==> config.mk <==
export PLATFORM = sky130hd
export DESIGN_NAME = mips_core
export DESIGN_NICKNAME = d
export VERILOG_FILES = /design/src/logic/mips_pkg.sv /design/src/logic/alu_execute.sv /design/src/logic/insn_decoder.sv /design/src/logic/mips_core.sv /design/src/logic/register_file.sv /design/src/logic/stage_register.sv
export SDC_FILE = /design/constraint.sdc
export NUM_CORES = 2
export LEC_CHECK = 0
export BUFFER_PORTS_ARGS = -buffer_cell sky130_fd_sc_hd__buf_2
export CAP_MARGIN = 40
export CELL_PAD_IN_SITES_DETAIL_PLACEMENT = 2
export CELL_PAD_IN_SITES_GLOBAL_PLACEMENT = 2
export CORE_AREA = 2 2 502 504
export DETAILED_ROUTE_END_ITERATION = 12
export DIE_AREA = 0 0 504 506
export MAX_ROUTING_LAYER = met4
export PLACE_DENSITY_LB_ADDON = 0.1
export REMOVE_ABC_BUFFERS = 1
export SETUP_SLACK_MARGIN = 0.2
export SLEW_MARGIN = 20
export SYNTH_ARGS = -nofsm -noshare
export SYNTH_HDL_FRONTEND = slang
export SYNTH_SLANG_ARGS = --single-unit
==> constraint.sdc <==
create_clock -name clock -period 15.1 [get_ports clock]
set_input_delay 3.02 -clock clock [delete_from_list [all_inputs] [get_ports clock]]
set_output_delay 3.02 -clock clock [all_outputs]
set_load 0.03 [all_outputs]
==> src/logic/mips_pkg.sv <==
`default_nettype none

package mips_pkg;

	localparam int XLEN = 32;
	localparam int REG_ADDR_W = 5;
	localparam int NUM_REGS = 32;

	// Opcodes
	localparam logic [5:0] RTYPE = 6'b000000;
	localparam logic [5:0] ADDI = 6'b001000;
	localparam logic [5:0] ADDIU = 6'b001001;
	localparam logic [5:0] SLTI = 6'b001010;
	localparam logic [5:0] SLTIU = 6'b001011;
	localparam logic [5:0] ORI = 6'b001101;
	localparam logic [5:0] XORI = 6'b001110;
	localparam logic [5:0] LUI = 6'b001111;

	// R-type function codes
	localparam logic [5:0] FN_ADD = 6'b100000;
	localparam logic [5:0] FN_ADDU = 6'b100001;
	localparam logic [5:0] FN_SUB = 6'b100010;
	localparam logic [5:0] FN_SUBU = 6'b100011;
	localparam logic [5:0] FN_AND = 6'b100100;
	localparam logic [5:0] FN_OR = 6'b100101;
	localparam logic [5:0] FN_XOR = 6'b100110;
	localparam logic [5:0] FN_NOR = 6'b100111;
	localparam logic [5:0] FN_SLT = 6'b101010;
	localparam logic [5:0] FN_SLTU = 6'b101011;
	localparam logic [5:0] FN_SLL = 6'b000000;
	localparam logic [5:0] FN_SRL = 6'b000010;
	localparam logic [5:0] FN_SRA = 6'b000011;

	typedef enum logic [3:0] {
		ALU_ADD,
		ALU_SUB,
		ALU_AND,
		ALU_OR,
		ALU_XOR,
		ALU_NOR,
		ALU_SLT,
		ALU_SLTU,
		ALU_SLL,
		ALU_SRL,
		ALU_SRA,
		ALU_LUI
	} alu_op_e;

	// Decode to execute, 79 bits
	typedef struct packed {
		alu_op_e alu_op;
		logic [XLEN-1:0] operand_a;
		logic [XLEN-1:0] operand_b;
		logic [4:0] shamt;
		logic [REG_ADDR_W-1:0] dest;
		logic writes;
	} exec_op_t;

	// Execute to write-back, 38 bits
	typedef struct packed {
		logic [REG_ADDR_W-1:0] dest;
		logic [XLEN-1:0] data;
		logic writes;
	} wb_t;

endpackage

`default_nettype wire

==> src/logic/alu_execute.sv <==
`default_nettype none

module alu_execute (
	input  logic op_valid,
	input  mips_pkg::exec_op_t op,
	output logic res_valid,
	output mips_pkg::wb_t res
);

	logic [mips_pkg::XLEN-1:0] a;
	logic [mips_pkg::XLEN-1:0] b;
	logic [mips_pkg::XLEN-1:0] result;

	assign a = op.operand_a;
	assign b = op.operand_b;

	always_comb begin
		case (op.alu_op)
			mips_pkg::ALU_ADD: result = a + b; // Wraps, no overflow trap
			mips_pkg::ALU_SUB: result = a - b;
			mips_pkg::ALU_AND: result = a & b;
			mips_pkg::ALU_OR: result = a | b;
			mips_pkg::ALU_XOR: result = a ^ b;
			mips_pkg::ALU_NOR: result = ~(a | b);
			mips_pkg::ALU_SLT: begin
				result = {{(mips_pkg::XLEN-1){1'b0}}, $signed(a) < $signed(b)};
			end
			mips_pkg::ALU_SLTU: begin
				result = {{(mips_pkg::XLEN-1){1'b0}}, a < b};
			end
			mips_pkg::ALU_SLL: result = a << op.shamt;
			mips_pkg::ALU_SRL: result = a >> op.shamt;
			mips_pkg::ALU_SRA: result = $signed(a) >>> op.shamt; // Sign fill
			mips_pkg::ALU_LUI: result = {b[15:0], 16'h0000};
			default: result = '0;
		endcase
	end

	assign res_valid = op_valid & op.writes;
	assign res = '{dest: op.dest, data: result, writes: op.writes};

	// Set-less-than results must be boolean
	always_comb begin
		if (res_valid && (op.alu_op == mips_pkg::ALU_SLT || op.alu_op == mips_pkg::ALU_SLTU)) begin
			a_slt_bool: assert (res.data[mips_pkg::XLEN-1:1] == '0)
				else $error("SLT result 0x%08h is not 0 or 1", res.data);
		end
	end

endmodule

`default_nettype wire

==> src/logic/insn_decoder.sv <==
`default_nettype none

module insn_decoder (
	input  logic insn_valid,
	input  logic [mips_pkg::XLEN-1:0] insn,
	input  logic [mips_pkg::XLEN-1:0] rd_data_a,
	input  logic [mips_pkg::XLEN-1:0] rd_data_b,
	input  logic ex_valid,
	input  logic [mips_pkg::REG_ADDR_W-1:0] ex_dest,
	input  logic [mips_pkg::XLEN-1:0] ex_data,
	input  logic wb_valid,
	input  logic [mips_pkg::REG_ADDR_W-1:0] wb_dest,
	input  logic [mips_pkg::XLEN-1:0] wb_data,
	output logic [mips_pkg::REG_ADDR_W-1:0] rd_addr_a,
	output logic [mips_pkg::REG_ADDR_W-1:0] rd_addr_b,
	output logic op_valid,
	output mips_pkg::exec_op_t op
);

	logic [5:0] opcode;
	logic [5:0] funct;
	logic [mips_pkg::REG_ADDR_W-1:0] rs;
	logic [mips_pkg::REG_ADDR_W-1:0] rt;
	logic [mips_pkg::REG_ADDR_W-1:0] rd;
	logic [4:0] sa;
	logic [15:0] imm;
	logic [mips_pkg::XLEN-1:0] src_a;
	logic [mips_pkg::XLEN-1:0] src_b;
	logic supported;

	assign opcode = insn[31:26];
	assign rs = insn[25:21];
	assign rt = insn[20:16];
	assign rd = insn[15:11];
	assign sa = insn[10:6];
	assign funct = insn[5:0];
	assign imm = insn[15:0];

	assign rd_addr_a = rs;
	assign rd_addr_b = rt;

	// Youngest producer wins
	function automatic logic [mips_pkg::XLEN-1:0] forward(
		input logic [mips_pkg::REG_ADDR_W-1:0] addr,
		input logic [mips_pkg::XLEN-1:0] rf_data
	);
		if (addr != '0 && ex_valid && ex_dest == addr) begin
			return ex_data;
		end else if (addr != '0 && wb_valid && wb_dest == addr) begin
			return wb_data;
		end
		return rf_data;
	endfunction

	always_comb begin
		src_a = forward(rs, rd_data_a);
		src_b = forward(rt, rd_data_b);
	end

	always_comb begin
		supported = 1'b1;
		op.alu_op = mips_pkg::ALU_ADD;
		op.operand_a = src_a;
		op.operand_b = src_b;
		op.shamt = '0;
		op.dest = rt; // I-type target
		case (opcode)
			mips_pkg::RTYPE: begin
				op.dest = rd;
				case (funct)
					mips_pkg::FN_ADD, mips_pkg::FN_ADDU: op.alu_op = mips_pkg::ALU_ADD;
					mips_pkg::FN_SUB, mips_pkg::FN_SUBU: op.alu_op = mips_pkg::ALU_SUB;
					mips_pkg::FN_AND: op.alu_op = mips_pkg::ALU_AND;
					mips_pkg::FN_OR: op.alu_op = mips_pkg::ALU_OR;
					mips_pkg::FN_XOR: op.alu_op = mips_pkg::ALU_XOR;
					mips_pkg::FN_NOR: op.alu_op = mips_pkg::ALU_NOR;
					mips_pkg::FN_SLT: op.alu_op = mips_pkg::ALU_SLT;
					mips_pkg::FN_SLTU: op.alu_op = mips_pkg::ALU_SLTU;
					mips_pkg::FN_SLL, mips_pkg::FN_SRL, mips_pkg::FN_SRA: begin
						// Shifts take rt and the sa field
						op.operand_a = src_b;
						op.shamt = sa;
						if (funct == mips_pkg::FN_SLL) begin
							op.alu_op = mips_pkg::ALU_SLL;
						end else if (funct == mips_pkg::FN_SRL) begin
							op.alu_op = mips_pkg::ALU_SRL;
						end else begin
							op.alu_op = mips_pkg::ALU_SRA;
						end
					end
					default: supported = 1'b0;
				endcase
			end
			mips_pkg::ADDI, mips_pkg::ADDIU: op.operand_b = {{16{imm[15]}}, imm};
			mips_pkg::SLTI: begin
				op.alu_op = mips_pkg::ALU_SLT;
				op.operand_b = {{16{imm[15]}}, imm};
			end
			mips_pkg::SLTIU: begin
				op.alu_op = mips_pkg::ALU_SLTU;
				op.operand_b = {{16{imm[15]}}, imm}; // Sign-extended, then compared unsigned
			end
			mips_pkg::ORI: begin
				op.alu_op = mips_pkg::ALU_OR;
				op.operand_b = {16'h0000, imm};
			end
			mips_pkg::XORI: begin
				op.alu_op = mips_pkg::ALU_XOR;
				op.operand_b = {16'h0000, imm};
			end
			mips_pkg::LUI: begin
				op.alu_op = mips_pkg::ALU_LUI;
				op.operand_b = {16'h0000, imm};
			end
			default: supported = 1'b0;
		endcase
		if (insn == '0) begin
			supported = 1'b0; // NOP
		end
		op.writes = supported;
	end

	assign op_valid = insn_valid & supported;

endmodule

`default_nettype wire

==> src/logic/mips_core.sv <==
`default_nettype none

module mips_core (
	input  logic clock,
	input  logic rst_n,
	input  logic insn_valid,
	input  logic [mips_pkg::XLEN-1:0] insn,
	output logic wb_valid,
	output logic [mips_pkg::REG_ADDR_W-1:0] wb_reg,
	output logic [mips_pkg::XLEN-1:0] wb_data
);

	logic [mips_pkg::REG_ADDR_W-1:0] rd_addr_a;
	logic [mips_pkg::REG_ADDR_W-1:0] rd_addr_b;
	logic [mips_pkg::XLEN-1:0] rd_data_a;
	logic [mips_pkg::XLEN-1:0] rd_data_b;

	logic dec_valid;
	mips_pkg::exec_op_t dec_op;
	logic ex_stage_valid;
	mips_pkg::exec_op_t ex_op;
	logic res_valid;
	mips_pkg::wb_t res;
	mips_pkg::wb_t wb_payload;

	insn_decoder u_decoder (
		.insn_valid (insn_valid),
		.insn (insn),
		.rd_data_a (rd_data_a),
		.rd_data_b (rd_data_b),
		.ex_valid (res_valid), // ALU output, one stage ahead
		.ex_dest (res.dest),
		.ex_data (res.data),
		.wb_valid (wb_valid),
		.wb_dest (wb_payload.dest),
		.wb_data (wb_payload.data),
		.rd_addr_a (rd_addr_a),
		.rd_addr_b (rd_addr_b),
		.op_valid (dec_valid),
		.op (dec_op)
	);

	stage_register #(.payload_t(mips_pkg::exec_op_t)) u_ex_stage (
		.clock (clock),
		.rst_n (rst_n),
		.in_valid (dec_valid),
		.in_payload (dec_op),
		.out_valid (ex_stage_valid),
		.out_payload (ex_op)
	);

	alu_execute u_alu (
		.op_valid (ex_stage_valid),
		.op (ex_op),
		.res_valid (res_valid),
		.res (res)
	);

	stage_register #(.payload_t(mips_pkg::wb_t)) u_wb_stage (
		.clock (clock),
		.rst_n (rst_n),
		.in_valid (res_valid),
		.in_payload (res),
		.out_valid (wb_valid),
		.out_payload (wb_payload)
	);

	register_file u_regs (
		.clock (clock),
		.rst_n (rst_n),
		.rd_addr_a (rd_addr_a),
		.rd_addr_b (rd_addr_b),
		.wr_en (wb_valid),
		.wr_addr (wb_payload.dest),
		.wr_data (wb_payload.data),
		.rd_data_a (rd_data_a),
		.rd_data_b (rd_data_b)
	);

	assign wb_reg = wb_payload.dest;
	assign wb_data = wb_payload.data;

endmodule

`default_nettype wire

==> src/logic/register_file.sv <==
`default_nettype none

module register_file (
	input  logic clock,
	input  logic rst_n,
	input  logic [mips_pkg::REG_ADDR_W-1:0] rd_addr_a,
	input  logic [mips_pkg::REG_ADDR_W-1:0] rd_addr_b,
	input  logic wr_en,
	input  logic [mips_pkg::REG_ADDR_W-1:0] wr_addr,
	input  logic [mips_pkg::XLEN-1:0] wr_data,
	output logic [mips_pkg::XLEN-1:0] rd_data_a,
	output logic [mips_pkg::XLEN-1:0] rd_data_b
);

	logic [mips_pkg::XLEN-1:0] regs [0:mips_pkg::NUM_REGS-1];

	always_ff @(posedge clock) begin
		if (!rst_n) begin
			for (int i = 0; i < mips_pkg::NUM_REGS; i++) begin
				regs[i] <= '0;
			end
		end else if (wr_en && wr_addr != '0) begin // r0 is hardwired
			regs[wr_addr] <= wr_data;
		end
	end

	// Reads are plain lookups, forwarding happens in decode
	assign rd_data_a = regs[rd_addr_a];
	assign rd_data_b = regs[rd_addr_b];

	// A write aimed at r0 must leave it at zero
	a_r0_zero: assert property (@(posedge clock) disable iff (!rst_n)
		(wr_en && wr_addr == '0) |=> (regs[0] == '0));

endmodule

`default_nettype wire

==> src/logic/stage_register.sv <==
`default_nettype none

module stage_register #(
	parameter type payload_t = logic
) (
	input  logic clock,
	input  logic rst_n,
	input  logic in_valid,
	input  payload_t in_payload,
	output logic out_valid,
	output payload_t out_payload
);

	always_ff @(posedge clock) begin
		if (!rst_n) begin
			out_valid <= 1'b0;
		end else begin
			out_valid <= in_valid;
		end
	end

	// Payload only loads on a valid beat
	always_ff @(posedge clock) begin
		if (in_valid) begin
			out_payload <= in_payload;
		end
	end

	a_valid_known: assert property (@(posedge clock) disable iff (!rst_n)
		!$isunknown(out_valid));

endmodule

`default_nettype wire

# ---- Word level (Yosys, flattened, before mapping)
# Memories as Yosys holds them, arrays and structs flattened.
# Cells that the tools add are included.
dict set report classes {
  eq_ne 34
  mux 29
  addsub 2
  shift 3
  order_cmp 2
  bitwise_logic 6
  n_reduce_logical 24
}
# operator n
set op_table {}
lappend op_table {{one-hot mux 32 bit (12 select lines)} 1}
lappend op_table {{2-to-1 mux 32 bit} 9}
lappend op_table {{< comparator 32 bit} 2}
lappend op_table {{one-hot mux 32 bit (2 select lines)} 1}
lappend op_table {{equality test 6 bit, second input constant} 10}
lappend op_table {{equality test 6 x 4 -> 1 bit, second input constant} 7}
lappend op_table {{adder 32 bit} 1}
lappend op_table {{AND 32 bit} 1}
lappend op_table {{logical NOT 32 bit} 1}
lappend op_table {{NOT 32 bit} 1}
lappend op_table {{OR 32 bit} 1}
lappend op_table {{one-hot mux 4 bit (8 select lines)} 1}
lappend op_table {{OR reduction 32 bit} 1}
lappend op_table {{left shift 32 x 5 -> 32 bit} 1}
lappend op_table {{>> shifter 32 x 5 -> 32 bit} 1}
lappend op_table {{>>> shifter 32 x 5 -> 32 bit} 1}
lappend op_table {{subtractor 32 bit} 1}
lappend op_table {{XOR 32 bit} 1}
lappend op_table {{one-hot mux 4 bit (6 select lines)} 1}
lappend op_table {{equality test 5 bit} 4}
lappend op_table {{equality test 4 x 3 -> 1 bit, second input constant} 4}
lappend op_table {{equality test 4 bit, second input constant} 4}
lappend op_table {{nonzero test 5 bit} 3}
lappend op_table {{OR reduction 13 bit} 1}
lappend op_table {{other kinds (16)} 41}
dict set report totals {
  ram_bits 1024
  out_inout_bits 38
  word_cells 111
  regBits 118
  mem_count 1
  in_bits 35
}
# memory words word_bits read_ports rd_ports_with_merged_regs write_ports line
set mem_list {}
lappend mem_list {u_regs.regs 32 32 2 0 32 register_file.sv:15} ;# logic [mips_pkg::XLEN-1:0] regs [0:mips_pkg::NUM_REGS-1];

# ---- Logic depth before layout (Yosys ltp)
dict set report depth {
  word_depth 8
  ltp_mapped 15
  ltp_nobuf 14
}

# ---- Cells and area by module
# From an unflattened synthesis, not the netlist that was laid out.
dict set report hier_totals {
  cells_unflattened 6532
  area_unflattened_um2 71526.1
}
# mod cells_per_inst area_per_inst_um2 seq_area_each_um2 n_inst
set modules_own_cells {}
lappend modules_own_cells {register_file 4609 55717.2 30749.5 1}
lappend modules_own_cells {alu_execute 1340 8972.4 0.0 1}
lappend modules_own_cells {insn_decoder 462 3270.6 0.0 1}
lappend modules_own_cells {{stage_register (u_ex_stage)} 81 2398.6 2392.3 1}
lappend modules_own_cells {{stage_register (u_wb_stage)} 40 1167.4 1161.1 1}

# ---- Least setup slack after synthesis
# OpenSTA, ideal clock, no wires.
dict set report synth_path {
  path_type {input to register}
  from {input insn[16] (netlist bit)}
  to {register u_ex_stage.out_payload[0] (netlist bit), enable pin}
  path_buffers 5
  setup_ns 0.446
  cell_stages 10
  required_time_ns 14.654
  arrival_ns 6.418
  setup_slack_ns 8.236
  cell_sequence {clkbuf_1 -> buf_4 -> buf_2 -> buf_4 -> buf_2 -> nor4_1 -> nand4_1 -> nor3_1 -> a32oi_1 -> and2_1}
}
# element line
set synth_rtl {}
lappend synth_rtl {{start: declaration} mips_core.sv:7} ;# input logic [mips_pkg::XLEN-1:0] insn,
lappend synth_rtl {{end signal: assignment} stage_register.sv:25} ;# out_payload <= in_payload;
lappend synth_rtl {{end: declaration} stage_register.sv:11} ;# output payload_t out_payload

==> impl_metrics.env <==
export IMPL_required_ns=15.66
export IMPL_maxSlewViolCount=0
export IMPL_dieArea_mm2=0.2550
export IMPL_io_pins=73
export IMPL_multi_input_area_mm2=0.03347
export IMPL_grt_pass1_vias=52966
export IMPL_synthCells=5283
export IMPL_place_gp_congestion=0.8789
export IMPL_post_cts_buffers=0
export IMPL_postSynthAreaPerCell_um2=13.17
export IMPL_area_growth_pct=15.49
export IMPL_final_area_mm2=0.08034
export IMPL_io_buffer_count=72
export IMPL_cp_max_fo=81
export IMPL_place_hpwl_um=234300
export IMPL_cp_start_kind="primary input"
export IMPL_grt_max_degree=102
export IMPL_reg2reg_depth=14
export IMPL_regArea_mm2=0.03427
export IMPL_rsz0062_at_grt="false"
export IMPL_grt_ovfl_total=0
export IMPL_fillers=25848
export IMPL_finalPower_w=0.008033
export IMPL_cts_clk_slew_worst_paths_ns=0.06
export IMPL_initial_core_util=0.2782
export IMPL_core_area_mm2=0.2500
export IMPL_finalCriticalPeriod_ns=6.826
export IMPL_crit_path_frequent_cell="a21oi_1"
export IMPL_wire_per_inst_um=39.98
export IMPL_tns_ns=0
export IMPL_cts_resized=0
export IMPL_synth_distinct_cells=88
export IMPL_skew_ns=0.04028
export IMPL_hold_viol=0
export IMPL_status="finished clean"
export IMPL_drt_total_wl_um=350500
export IMPL_hold_ws_ns=0.5542
export IMPL_drive_gt1_frac=0.2429
export IMPL_tightest_slew_ns=1.051
export IMPL_placed_area_mm2=0.07575
export IMPL_antenna_found_initial=50
export IMPL_cts_root_buf="clkbuf_16"
export IMPL_die_w_um=504
export IMPL_insertion_delay_ns=0.85
export IMPL_synth_area_mm2=0.06957
export IMPL_grt_first_pass_wirelength_um=477900
export IMPL_path_cells="buf_8 > buf_12 > xor2_1 > nor3_1 > nand3_1 > nor2_4 > buf_4 > a21oi_1 > a21oi_1 > nor2_1 > a21oi_1 > o21ai_0"
export IMPL_dr_pass1_iters=8
export IMPL_cp_slowest_cell="a21oi_1"
export IMPL_hold_class="reg2reg"
export IMPL_rows=184
export IMPL_cts_tree="done"
export IMPL_maxCapViolations=0
export IMPL_cts_buffers=140
export IMPL_finalSetupViolations=0
export IMPL_fp_dieH_um=506
export IMPL_ys_seq_area_frac=0.4927
export IMPL_synth_async_reset_ratio=0
export IMPL_max_freq_mhz=146.5
export IMPL_hold_depth=0
export IMPL_post_route_period_util=0.4520
export IMPL_crit_path_max_incr_delay_ns=0.74
export IMPL_max_slew_margin=0.2991
export IMPL_powerDensity_mw_per_mm2=99.98
export IMPL_cp_data_arrival_time_ns=7.38
export IMPL_antenna_left=0
export IMPL_cellLeakagePower_nw=28.96
export IMPL_viasPerCell=5.786
export IMPL_yosys_warnings=0
export IMPL_synth_top_area_frac=0.4921
export IMPL_ir_drop_v=0.0001157
export IMPL_post_route_util=0.3213
export IMPL_vias=50723
export IMPL_drt_iter0_drc=5436
export IMPL_hold_buffers=0
export IMPL_track_usage=0.2792
export IMPL_yosys_area_top_type="edfxtp_1"
export IMPL_critical_path_class="in2reg"
export IMPL_h_tree_depth=4
export IMPL_ys_flop_type="edfxtp_1"
export IMPL_drc_errors=0
export IMPL_critPathCaptureType="flop"
export IMPL_finalNetCount=5422
export IMPL_cts_buffer_depth=3
export IMPL_cts_sinks=1142
export IMPL_synth_edf_count=1140
export IMPL_ys_seq_elements=1142
export IMPL_synth_top_cells_by_area="edfxtp_1 (49%), mux4_2 (20%), and2_1 (8.6%), mux2i_1 (2.5%), clkbuf_1 (2.1%)"
## flip-flops by register name (all words and copies together) (netlist names)
register	flops
u_wb_stage.out_payload	37
u_ex_stage.out_payload	79
u_regs.regs	1024
u_wb_stage.out_valid	1
u_ex_stage.out_valid	1
## cells in the mapped netlist, drive strengths merged (10+ instances only)
| master | count |
|---|---|
| nand3 | 49 |
| nor4 | 22 |
| a222oi | 21 |
| mux2i | 174 |
| o211ai | 33 |
| edfxtp | 1140 |
| o21bai | 12 |
| buf | 145 |
| and3 | 82 |
| xnor2 | 10 |
| clkbuf | 381 |
| a211oi | 50 |
| o22ai | 17 |
| nand2 | 249 |
| ha | 104 |
| a31oi | 29 |
| nand4 | 10 |
| a21o | 20 |
| a221o | 21 |
| nor2b | 24 |
| o21ai | 177 |
| nor2 | 227 |
| inv | 115 |
| nor3 | 45 |
| mux2 | 45 |
| o21a | 14 |
| mux4 | 615 |
| o221ai | 14 |
| a311oi | 10 |
| nand2b | 38 |
| a2111oi | 14 |
| and2 | 954 |
| xor2 | 11 |
| a22oi | 24 |
| o31ai | 17 |
| a221oi | 55 |
| a21oi | 180 |
## cell families after synthesis
| logic type | share of synthesized area |
|---|---|
| AO/OA/AOI/OAI | 0.07899 |
| XOR/XNOR | 0.002644 |
| adder cells (fa/ha/maj) | 0.01928 |
| buffers and inverters | 0.03698 |
| flip-flops | 0.4927 |
| multiplexers | 0.2314 |
| other | 0.00005391 |
| AND/OR/NAND/NOR | 0.1380 |
## cell usage in the layout, fill, tap and decap left out, types with 29 or more instances in the layout
master and instances:
ha_1 104, nand2_1 249, buf_2 71, o21ai_0 151, a211oi_1 47, buf_16 37, a21oi_1 177, inv_1 107
buf_4 205, clkbuf_16 142, mux2_2 45, clkinv_1 41, nor3_1 36, and2_1 953, o211ai_1 33, nor2_1 204
clkinv_2 29, a31oi_1 29, and3_1 82, edfxtp_1 1140, mux4_2 615, a221oi_1 54, nand3_1 49, mux2i_1 174
conb_1 32
## cell type report
cell class | count | share of cell area
clock buffer | 164 | 0.04526
clock inverter | 91 | 0.009391
multi-input combinational | 3529 | 0.4166
tap | 3348 | 0.05214
timing repair buffer | 351 | 0.04375
antenna | 25 | 0.0007787
sequential | 1142 | 0.4266
inverter | 117 | 0.005497
## worst max-delay path, delay by kind of cell
family / cells / cell delay, ns
AOI/OAI and AO/OA: 4 / 1.15
xor gates and xnor gates: 1 / 0.15
and+or+nand+nor: 4 / 0.88
buffers and inverters: 3 / 1.77
## per-stage QoR
stage               std cells  setup slack, ns
finish                   8767            8.274
global route             8752            8.133
CTS                      8735            8.265
detailed placement       8480            7.409
global placement         8410            7.470
floorplan                4788            8.377
## where the power goes
part           internal [W]  switching [W]  leakage (nW)
combinational      0.000383       0.000615          15.2
sequential          0.00359      0.0000728          11.6
clock               0.00188        0.00148          2.16
total               0.00586        0.00217          29.0
## per-layer routing
metal	up-vias	routed length (um)	GRT usage
li1	20412	-	-
met1	27962	146500	0.3553
met2	1860	172600	0.4617
met3	489	17500	0.02918
met4	0	13890	0.1004
met5	-	0	-
## path summary, 6_finish.rpt
path | endpoint | start | slack (ns)
worst min register to register | u_wb_stage.out_payload[35]$_DFFE_PP_ | u_ex_stage.out_payload[3]$_DFFE_PP_ | 0.55
worst max-delay path | u_ex_stage.out_payload[25]$_DFFE_PP_ | insn[16] | 8.27
worst max register to register | u_ex_stage.out_payload[39]$_DFFE_PP_ | u_ex_stage.out_payload[11]$_DFFE_PP_ | 9.89
worst min-delay path | u_wb_stage.out_payload[35]$_DFFE_PP_ | u_ex_stage.out_payload[3]$_DFFE_PP_ | 0.55
No activity file was read; power rests on OpenSTA's default activity.
